===== config.mk =====
export PLATFORM = sky130hd
export DESIGN_NAME = robTop
export DESIGN_NICKNAME = d
export VERILOG_FILES = /design/src/source/robPkg.sv /design/src/source/robTop.sv /design/src/source/archRegFile.sv /design/src/source/operandRead.sv /design/src/source/registerStatus.sv /design/src/source/robEntryTable.sv /design/src/source/robControl.sv
export VERILOG_INCLUDE_DIRS = /design/src /design/src/source
export SDC_FILE = /design/constraint.sdc
export NUM_CORES = 2
export LEC_CHECK = 0
export ABC_CLOCK_PERIOD_IN_PS = 29900
export BUFFER_PORTS_ARGS = -buffer_cell sky130_fd_sc_hd__buf_2
export CAP_MARGIN = 5
export CORE_UTILIZATION = 61
export DETAILED_ROUTE_END_ITERATION = 8
export PLACE_DENSITY_LB_ADDON = 0.12
export SYNTH_ARGS = -nofsm -noshare
export SYNTH_HDL_FRONTEND = slang
export SYNTH_SLANG_ARGS = --single-unit

===== constraint.sdc =====
create_clock -name CLK -period 29.9 [get_ports CLK]
set_clock_uncertainty 0.05 [all_clocks]
set_input_delay 8.97 -clock CLK [delete_from_list [all_inputs] [get_ports CLK]]
set_output_delay 8.97 -clock CLK [all_outputs]
set_load 0.05 [all_outputs]

===== src/source/rob_defs.svh =====
`ifndef ROB_DEFS_SVH
`define ROB_DEFS_SVH

// ---------------------------------------------------------------------------
// reorder buffer geometry
// ---------------------------------------------------------------------------
`define ROB_ENTRIES 8
`define ROB_PTR_W   4   // index plus wrap bit
`define ROB_TAG_W   3

// ---------------------------------------------------------------------------
// architectural state
// ---------------------------------------------------------------------------
`define REG_COUNT   16
`define REG_ADDR_W  4
`define DATA_W      32

`define CDB_PORTS   4   // integer, memory, multiply, float

`endif

===== src/source/robPkg.sv =====
`default_nettype none

`include "rob_defs.svh"

package robPkg;

    typedef logic [`ROB_TAG_W-1:0]  robTag_t;
    typedef logic [`ROB_PTR_W-1:0]  robPtr_t;
    typedef logic [`REG_ADDR_W-1:0] regAddr_t;
    typedef logic [`DATA_W-1:0]     dataWord_t;

    typedef struct packed {
        logic     valid;
        regAddr_t destReg;
        logic     hasDest;
    } issueReq_t;

    // one result bus; redirect only meaningful on the integer port
    typedef struct packed {
        logic      valid;
        robTag_t   tag;
        dataWord_t value;
        logic      redirect;
    } cdbPort_t;

    // [0] integer, [1] memory, [2] multiply, [3] float
    typedef cdbPort_t [`CDB_PORTS-1:0] cdbBus_t;

    typedef struct packed {
        logic      valid;
        regAddr_t  destReg;
        dataWord_t value;
        logic      writeReg;
        logic      redirect;
    } commitInfo_t;

    typedef struct packed {
        logic      ready;
        dataWord_t value;
        robTag_t   tag;   // producer to wait on when not ready
    } operand_t;

    typedef struct packed {
        logic    busy;
        robTag_t tag;
    } regStatus_t;

endpackage

`default_nettype wire


===== src/source/robTop.sv =====
`timescale 1ns/1ps
`default_nettype none

module robTop (
    input  logic                CLK,
    input  logic                Reset,
    input  robPkg::issueReq_t   issue,
    input  robPkg::cdbBus_t     cdb,
    input  robPkg::regAddr_t    srcA,
    input  robPkg::regAddr_t    srcB,
    output logic                full,
    output robPkg::robTag_t     issueTag,
    output robPkg::commitInfo_t commit,
    output robPkg::operand_t    operandA,
    output robPkg::operand_t    operandB
);

    logic                allocate;
    logic                flush;
    logic                headDone;
    robPkg::robTag_t     headTag;
    robPkg::commitInfo_t headEntry;
    robPkg::regStatus_t  statusA;
    robPkg::regStatus_t  statusB;
    robPkg::dataWord_t   regValueA;
    robPkg::dataWord_t   regValueB;
    robPkg::operand_t    fwdA;
    robPkg::operand_t    fwdB;

    // ------------------------------------------------------------------------
    // reorder buffer
    // ------------------------------------------------------------------------
    robControl control (
        .CLK       (CLK),
        .Reset     (Reset),
        .issue     (issue),
        .headDone  (headDone),
        .headEntry (headEntry),
        .allocate  (allocate),
        .allocTag  (issueTag),    // tail tag is the issue tag
        .headTag   (headTag),
        .flush     (flush),
        .full      (full),
        .commit    (commit)
    );

    robEntryTable entries (
        .CLK        (CLK),
        .Reset      (Reset),
        .allocate   (allocate),
        .allocTag   (issueTag),
        .issue      (issue),
        .flush      (flush),
        .commitFree (commit.valid),
        .headTag    (headTag),
        .cdb        (cdb),
        .headDone   (headDone),
        .headEntry  (headEntry),
        .fwdTagA    (statusA.tag),
        .fwdTagB    (statusB.tag),
        .fwdA       (fwdA),
        .fwdB       (fwdB)
    );

    // ------------------------------------------------------------------------
    // operand side
    // ------------------------------------------------------------------------
    registerStatus status (
        .CLK      (CLK),
        .Reset    (Reset),
        .allocate (allocate),
        .allocTag (issueTag),
        .issue    (issue),
        .commit   (commit),
        .headTag  (headTag),
        .flush    (flush),
        .queryA   (srcA),
        .queryB   (srcB),
        .statusA  (statusA),
        .statusB  (statusB)
    );

    operandRead operands (
        .statusA   (statusA),
        .statusB   (statusB),
        .regValueA (regValueA),
        .regValueB (regValueB),
        .fwdA      (fwdA),
        .fwdB      (fwdB),
        .operandA  (operandA),
        .operandB  (operandB)
    );

    archRegFile regFile (
        .CLK    (CLK),
        .Reset  (Reset),
        .commit (commit),
        .readA  (srcA),
        .readB  (srcB),
        .dataA  (regValueA),
        .dataB  (regValueB)
    );

endmodule

`default_nettype wire


===== src/source/archRegFile.sv =====
`timescale 1ns/1ps
`default_nettype none

`include "rob_defs.svh"

module archRegFile (
    input  logic                CLK,
    input  logic                Reset,
    input  robPkg::commitInfo_t commit,
    input  robPkg::regAddr_t    readA,
    input  robPkg::regAddr_t    readB,
    output robPkg::dataWord_t   dataA,
    output robPkg::dataWord_t   dataB
);

    robPkg::dataWord_t regs [`REG_COUNT];

    // committed state only
    always_ff @(posedge CLK or posedge Reset) begin
        if (Reset) begin
            for (int r = 0; r < `REG_COUNT; r++) begin
                regs[r] <= '0;
            end
        end
        else if (commit.valid && commit.writeReg) begin
            regs[commit.destReg] <= commit.value;
        end
    end

    assign dataA = regs[readA];
    assign dataB = regs[readB];

endmodule

`default_nettype wire


===== src/source/operandRead.sv =====
`timescale 1ns/1ps
`default_nettype none

module operandRead (
    input  robPkg::regStatus_t statusA,
    input  robPkg::regStatus_t statusB,
    input  robPkg::dataWord_t  regValueA,
    input  robPkg::dataWord_t  regValueB,
    input  robPkg::operand_t   fwdA,
    input  robPkg::operand_t   fwdB,
    output robPkg::operand_t   operandA,
    output robPkg::operand_t   operandB
);

    // value from regfile, value from finished producer, or tag to wait on
    function automatic robPkg::operand_t resolve(
        input robPkg::regStatus_t status,
        input robPkg::dataWord_t  regValue,
        input robPkg::operand_t   fwd
    );
        robPkg::operand_t res;
        res = '0;
        if (!status.busy) begin
            res.ready = 1'b1;
            res.value = regValue;
        end
        else if (fwd.ready) begin
            res.ready = 1'b1;
            res.value = fwd.value;
            res.tag   = status.tag;
        end
        else begin
            res.tag = status.tag;   // still executing
        end
        return res;
    endfunction

    assign operandA = resolve(statusA, regValueA, fwdA);
    assign operandB = resolve(statusB, regValueB, fwdB);

endmodule

`default_nettype wire


===== src/source/registerStatus.sv =====
`timescale 1ns/1ps
`default_nettype none

`include "rob_defs.svh"

module registerStatus (
    input  logic                CLK,
    input  logic                Reset,
    input  logic                allocate,
    input  robPkg::robTag_t     allocTag,
    input  robPkg::issueReq_t   issue,
    input  robPkg::commitInfo_t commit,
    input  robPkg::robTag_t     headTag,
    input  logic                flush,
    input  robPkg::regAddr_t    queryA,
    input  robPkg::regAddr_t    queryB,
    output robPkg::regStatus_t  statusA,
    output robPkg::regStatus_t  statusB
);

    // youngest in-flight producer per register
    robPkg::regStatus_t statusTable [`REG_COUNT];

    logic headOwnsDest;

    assign headOwnsDest = statusTable[commit.destReg].busy
                       && (statusTable[commit.destReg].tag == headTag);

    always_ff @(posedge CLK or posedge Reset) begin
        if (Reset) begin
            for (int r = 0; r < `REG_COUNT; r++) begin
                statusTable[r] <= '0;
            end
        end
        else if (flush) begin
            for (int r = 0; r < `REG_COUNT; r++) begin
                statusTable[r] <= '0;
            end
        end
        else begin
            // only release if no younger producer took over
            if (commit.valid && commit.writeReg && headOwnsDest) begin
                statusTable[commit.destReg].busy <= 1'b0;
            end
            // later assignment wins over the release above
            if (allocate && issue.hasDest) begin
                statusTable[issue.destReg] <= '{busy: 1'b1, tag: allocTag};
            end
        end
    end

    assign statusA = statusTable[queryA];
    assign statusB = statusTable[queryB];

endmodule

`default_nettype wire


===== src/source/robEntryTable.sv =====
`timescale 1ns/1ps
`default_nettype none

`include "rob_defs.svh"

module robEntryTable (
    input  logic                CLK,
    input  logic                Reset,
    input  logic                allocate,
    input  robPkg::robTag_t     allocTag,
    input  robPkg::issueReq_t   issue,
    input  logic                flush,
    input  logic                commitFree,
    input  robPkg::robTag_t     headTag,
    input  robPkg::cdbBus_t     cdb,
    output logic                headDone,
    output robPkg::commitInfo_t headEntry,
    input  robPkg::robTag_t     fwdTagA,
    input  robPkg::robTag_t     fwdTagB,
    output robPkg::operand_t    fwdA,
    output robPkg::operand_t    fwdB
);

    logic [`ROB_ENTRIES-1:0] busy;
    logic [`ROB_ENTRIES-1:0] done;   // result has arrived

    // payload is only meaningful while busy
    robPkg::regAddr_t        destQ [`ROB_ENTRIES];
    robPkg::dataWord_t       valueQ [`ROB_ENTRIES];
    logic [`ROB_ENTRIES-1:0] hasDestQ;
    logic [`ROB_ENTRIES-1:0] redirectQ;

    logic dupTag;

    // ------------------------------------------------------------------------
    // entry state
    // ------------------------------------------------------------------------
    always_ff @(posedge CLK or posedge Reset) begin
        if (Reset) begin
            busy <= '0;
            done <= '0;
        end
        else if (flush) begin
            busy <= '0;
            done <= '0;
        end
        else begin
            if (commitFree) begin
                busy[headTag] <= 1'b0;
            end
            if (allocate) begin
                busy[allocTag] <= 1'b1;
                done[allocTag] <= 1'b0;
            end
            for (int p = 0; p < `CDB_PORTS; p++) begin
                if (cdb[p].valid && busy[cdb[p].tag]) begin
                    done[cdb[p].tag] <= 1'b1;
                end
            end
        end
    end

    always_ff @(posedge CLK) begin
        if (allocate) begin
            destQ[allocTag]    <= issue.destReg;
            hasDestQ[allocTag] <= issue.hasDest;
        end
        for (int p = 0; p < `CDB_PORTS; p++) begin
            if (cdb[p].valid && busy[cdb[p].tag]) begin
                valueQ[cdb[p].tag]    <= cdb[p].value;
                redirectQ[cdb[p].tag] <= (p == 0) && cdb[p].redirect;  // integer port only
            end
        end
    end

    // ------------------------------------------------------------------------
    // read ports
    // ------------------------------------------------------------------------
    assign headDone = busy[headTag] && done[headTag];

    always_comb begin
        headEntry          = '0;
        headEntry.destReg  = destQ[headTag];
        headEntry.value    = valueQ[headTag];
        headEntry.writeReg = hasDestQ[headTag];
        headEntry.redirect = redirectQ[headTag];
    end

    assign fwdA = '{ready: busy[fwdTagA] && done[fwdTagA],
                    value: valueQ[fwdTagA],
                    tag:   fwdTagA};
    assign fwdB = '{ready: busy[fwdTagB] && done[fwdTagB],
                    value: valueQ[fwdTagB],
                    tag:   fwdTagB};

    // two units finishing the same instruction
    always_comb begin
        dupTag = 1'b0;
        for (int i = 0; i < `CDB_PORTS; i++) begin
            for (int j = i + 1; j < `CDB_PORTS; j++) begin
                if (cdb[i].valid && cdb[j].valid && (cdb[i].tag == cdb[j].tag)) begin
                    dupTag = 1'b1;
                end
            end
        end
    end

    dupBroadcast: assert property (@(posedge CLK) disable iff (Reset) !dupTag)
        else $error("two result ports carry the same tag");

endmodule

`default_nettype wire


===== src/source/robControl.sv =====
`timescale 1ns/1ps
`default_nettype none

`include "rob_defs.svh"

module robControl (
    input  logic                CLK,
    input  logic                Reset,
    input  robPkg::issueReq_t   issue,
    input  logic                headDone,
    input  robPkg::commitInfo_t headEntry,
    output logic                allocate,
    output robPkg::robTag_t     allocTag,
    output robPkg::robTag_t     headTag,
    output logic                flush,
    output logic                full,
    output robPkg::commitInfo_t commit
);

    robPkg::robPtr_t head;
    robPkg::robPtr_t tail;
    robPkg::robPtr_t headNext;
    logic            empty;

    assign headTag  = head[`ROB_TAG_W-1:0];
    assign allocTag = tail[`ROB_TAG_W-1:0];
    assign headNext = head + robPkg::robPtr_t'(1);

    // same index, opposite wrap bit
    assign full  = (head == {~tail[`ROB_PTR_W-1], tail[`ROB_TAG_W-1:0]});
    assign empty = (head == tail);

    // ------------------------------------------------------------------------
    // commit decision
    // ------------------------------------------------------------------------
    always_comb begin
        commit = '0;
        if (headDone && !empty) begin
            commit.valid    = 1'b1;
            commit.destReg  = headEntry.destReg;
            commit.value    = headEntry.value;
            commit.redirect = headEntry.redirect;
            commit.writeReg = headEntry.writeReg && !headEntry.redirect; // no write on mispredict
        end
    end

    assign flush    = commit.valid && commit.redirect;
    assign allocate = issue.valid && !full && !flush;   // issue dropped on flush

    always_ff @(posedge CLK or posedge Reset) begin
        if (Reset) begin
            head <= '0;
            tail <= '0;
        end
        else begin
            if (commit.valid) begin
                head <= headNext;
            end
            if (flush) begin
                tail <= headNext;   // everything younger is gone
            end
            else if (allocate) begin
                tail <= tail + robPkg::robPtr_t'(1);
            end
        end
    end

    // ------------------------------------------------------------------------
    // checks
    // ------------------------------------------------------------------------
    issueWhileFull: assert property (@(posedge CLK) disable iff (Reset)
        !(issue.valid && full))
        else $error("issue while reorder buffer full");

    // entry table must never present a done head when nothing is in flight
    doneWhileEmpty: assert property (@(posedge CLK) disable iff (Reset)
        empty |-> !headDone)
        else $error("head entry done while buffer empty");

endmodule

`default_nettype wire


-- After elaboration in Yosys (flattened, before gate mapping)
Memory sizes are Yosys's and may differ from the RTL's.
Index checks and enable logic that the tools add are counted.
W data, S select, Z words.
- bits of input ports: 164
- output and inout bits: 115
- flip-flop bits (word level): 616
- bits in writable memories: 288
- logic and storage cells: 233
- memories kept: 2
- $lt $le $gt $ge: 20
- multiplexer cells: 103
- $add $sub $neg: 2
- bitwise gates (word level): 20
- reduce and logical (&&, ||, !) cells: 29
- equal/unequal tests: 3
- memory list (name ; depth ; bits a word ; read ports ; clocked after Yosys merged registers in ; wr ports ; line ; text):
    entries.valueQ ; 8 ; 32 ; 3 ; 0 ; 4 ; robEntryTable.sv:29 ; robPkg::dataWord_t valueQ [`ROB_ENTRIES];
    entries.destQ ; 8 ; 4 ; 1 ; 0 ; 1 ; robEntryTable.sv:28 ; robPkg::regAddr_t destQ [`ROB_ENTRIES];
- operator list (cell ; count):
    $bwmux W512 ; 1
    $bmux W32 S4 ; 2
    $mux W64 ; 4
    $mux W32 ; 5
    $mux W8 ; 18
    $mux W33 ; 4
    $bwmux W64 ; 2
    $demux W32 S4 ; 1
    $bmux W4 S4 ; 3
    $and A8 B8 Y8 ; 5
    $mux W4 ; 10
    $not A8 Y8 ; 5
    $or A8 B8 Y8 ; 5
    $mux W39 ; 1
    $bmux W1 S3 ; 12
    $demux W4 S4 ; 2
    $lt A3 B4 Y1 const B ; 8
    $mux W1 ; 28
    $logic_and A1 B1 Y1 ; 24
    $ge A5 B5 Y1 const B ; 4
    $not A4 Y5 ; 4
    $demux W1 S3 ; 6
    $ge A3 B1 Y1 const B ; 6
    $bwmux W8 ; 2
    other kinds (8) ; 15

-- Logic depth before layout (Yosys ltp)
- word-level depth: 22
- mapped depth: 15
- mapped depth without buffers: 12

-- Hierarchy
A second synthesis with hierarchy kept.
- cells, all modules: 4576
- area total of the unflattened synthesis: 57522.7 um^2
- modules (own cells, without submodules) (module ; cells each ; sequential area each (um^2) ; times used ; area an instance (um^2)):
    archRegFile ; 1677 ; 12812.3 ; 1 ; 26860.8
    robEntryTable ; 2322 ; 9449.1 ; 1 ; 24664.9
    registerStatus ; 386 ; 1601.5 ; 1 ; 4409.2
    robControl ; 99 ; 200.2 ; 1 ; 833.3
    operandRead ; 92 ; 0.0 ; 1 ; 754.5

-- Least setup slack after synthesis
OpenSTA, ideal clock, no wires.
- path type: input to output
- start: input port srcA[0]
- end: output port operandA[15] in the netlist's numbering
- path slack: 8.892 ns
- arrival: 11.988 ns
- stages: 7
- buffers on the path: 4
- required time: 20.880 ns
- path through: buf_2 -> buf_2 -> buf_1 -> buf_1 -> mux4_2 -> mux4_2 -> mux2_2
- RTL lines (item ; line ; text):
    start: declaration ; robTop.sv:9 ; input robPkg::regAddr_t srcA,
    end: declaration ; robTop.sv:14 ; output robPkg::operand_t operandA,

==> results.cfg <==
[routing]
drc = 0
highest_layer = met5
postRouteWirelength_um = 183500
routedWlPerCell_um = 32.04
drt-met1-wl_um = 69040
met3_wirelength_um = 20980
ant_nets = 0
via_per_inst = 7.193
wl_met2_um = 84390
drt_iter0_markers = 5327
first_pass_iters = 6
num_vias = 41210

[worst_hold_path]
hold_depth = 1
hold_start = regFile.regs[133]
min_to = regFile.regs[133]
hp-class = flip-flop to flip-flop

[synth]
yosys_warnings = 0
async_flop_share_pct = 66.37
synth.most_common_cell = dfrtp_1
yosys.area.top_type = dfrtp_1
synthesis.nets = 4562
synthesis.area_mm2 = 0.05786
synth_common_cells = 600 x dfrtp_1, 557 x mux4_2, 551 x mux2_2
synth-edff-count = 296
synth.distinct_cells = 79
synth_top_cell_area_share_pct = 25.95
synth_area_per_cell_um2 = 13.16
synth_seq_cells = 904
yosys-top-cells-area = dfrtp_1 26%, mux4_2 22%, edfxtp_1 15%
syn-instance-count = 4396
ys_seq_area_share_pct = 41.59
synth_ff_type = dfrtp_1

[die]
start_util_pct = 61.81
die_h_um = 310.0
dieArea_mm2 = 0.09608
rows = 112
die_w_um = 310.0
io_pins = 279
core_mm2 = 0.09361

[clock_tree]
cts_tree = built
ctsHoldBuffers = 0
path_clk_slew_ps = 60
cts_setup_buffers = 0
numCtsBuffers = 95
cts-resized-gates = 0
cts.sinks = 904
htreeDepth = 3
clkLatencyLatePin_ps = 690
root_buffer = clkbuf_16
clockBufferDepth = 3

[cells_and_area]
area_growth_pct = 9.308
drive_above_1_share_pct = 39.42
fin_nets = 4531
fin_area_mm2 = 0.06324
final_cells = 5729

[worst_setup_path]
crit_top_cell = buf_4
critPathArrivalTime_ps = 14580
max_stage_delay_ps = 910
cp-end-kind = output port
worstSetupStartpointType = primary input
worst_r2r_path_depth = 12
cp.required_ps = 20880
path_buf_inv = 5
r2r-end = status.statusTable[11]
crit_family = buffers and inverters
worstPathCellList = buf_6, buf_4, mux4_2, mux4_4, buf_4, a311oi_1, a21oi_1, a21oi_4, buf_4, nor2_1, mux2_2, buf_2
critPathSlowestCell = mux4_4
r2r_slack_ps = 23000
worstSetupPathType = primary input to output port
reg2reg_from = control.head[1]
crit_fanout = 58

[sta]
setup_tns_ps = 0
rsz0062_at_grt = no
setup_viol = 0
hold_viol = 0
period_needed_ps = 23600
timing.fmax_mhz = 42.38
worst_slack_ps = 6303
tightest_slew_ps = 1309
drv_slew = 0
maxSlewHeadroom_pct = 12.38
fin_crit_sh_pct = 78.92

[placement]
dp.cells = 5522
post-place-ws_ps = 6381
place_area_mm2 = 0.05986
io_buffers = 275
dp_hpwl_um = 109000
gp_congestion = 0.9039

[global_routing]
grt_pass1_vias = 39900
grt_remaining_overflow = 0
grt_pass1_wl_um = 267200
antenna_found_initial = 51
grt_max_degree = 126
track_usage_pct = 38.41

[power]
p_per_area_mw_per_mm2 = 95.61
total_power_mw = 6.047
peakVddDrop_uv = 96.08
p_leak_nw = 27.35

[run_status]
run_status = finished clean

[run]
cap_violations = 0
==> sequential cells by signal, indices dropped and copies added, names as in the netlist <==
name and count:
control.head 4, control.tail 4, entries.busy 8, entries.destQ 32, entries.done 8, entries.hasDestQ 8
entries.redirectQ 8, entries.valueQ 256, regFile.regs 512, status.statusTable 64
==> final cells by class <==
class / instances / area (µm²)
tap: 1254 / 1569
fill: 6742 / 30370
timing repair buffer: 392 / 2292
inverter: 23 / 93.84
clock buffer: 129 / 2706
multi-input combinational: 2949 / 31830
clock inverter: 47 / 598.1
sequential: 904 / 24070
antenna: 31 / 77.57
==> cells by family after synthesis <==
group	count (synthesis)	share of synthesized area, %
simple gates	696	5.437
xor+xnor	13	0.2098
fa+ha+maj	2	0.04324
flops	904	41.59
buf+inv	543	3.817
mux	1549	40.17
compound gates	689	8.734
==> per-layer routing <==
layer  global-route usage (%)  up-vias
li1                         -    17050
met1                    51.86    21080
met2                    57.93     2476
met3                    10.37      564
met4                    18.81       38
met5                        0        -
==> layout by cell type, fill, tap and decap left out, drive strengths merged, types with 52 or more instances in the layout <==
master	instances
nor2	412
a21o	230
a21oi	52
mux2	593
mux2i	399
a211oi	283
edfxtp	296
clkbuf	129
buf	392
dfrtp	600
mux4	557
nand2	121
==> power by group <==
group          switching (mW)  leakage [nW]  internal (mW)
combinational            1.90          14.8           1.10
sequential              0.235          11.0           1.55
clock                   0.525          1.60          0.733
==> worst register-to-register path: cells and delay by family, from the launching register on <==
family	cells	cell delay [ps]
flip-flops	1	800
AO/OA/AOI/OAI	4	1170
AND/OR/NAND/NOR	5	3020
buffers and inverters	3	1650
==> stage by stage <==
stage                     utilization (%)  hold slack [ps]
after floorplan                         -            404.8
after global placement              63.95            420.5
after detailed placement            63.95            446.1
after CTS                           67.48            459.9
after global routing                67.54            477.9
final                               67.56            461.7
==> worst max path at each step <==
| stage | start | end | slack (ps) | depth (start not counted) |
|---|---|---|---|---|
| CTS | srcA[1] | operandA[26] | 6370 | 12 |
| global placement | srcA[1] | operandA[26] | 6380 | 12 |
| finish | srcA[1] | operandA[5] | 6300 | 12 |
| detailed placement | srcA[1] | operandA[26] | 6380 | 12 |
| global route | srcA[1] | operandA[26] | 6100 | 11 |
| floorplan | Reset | control.head[0] | 4090 | 1 |
No activity file was read; power rests on OpenSTA's default activity.
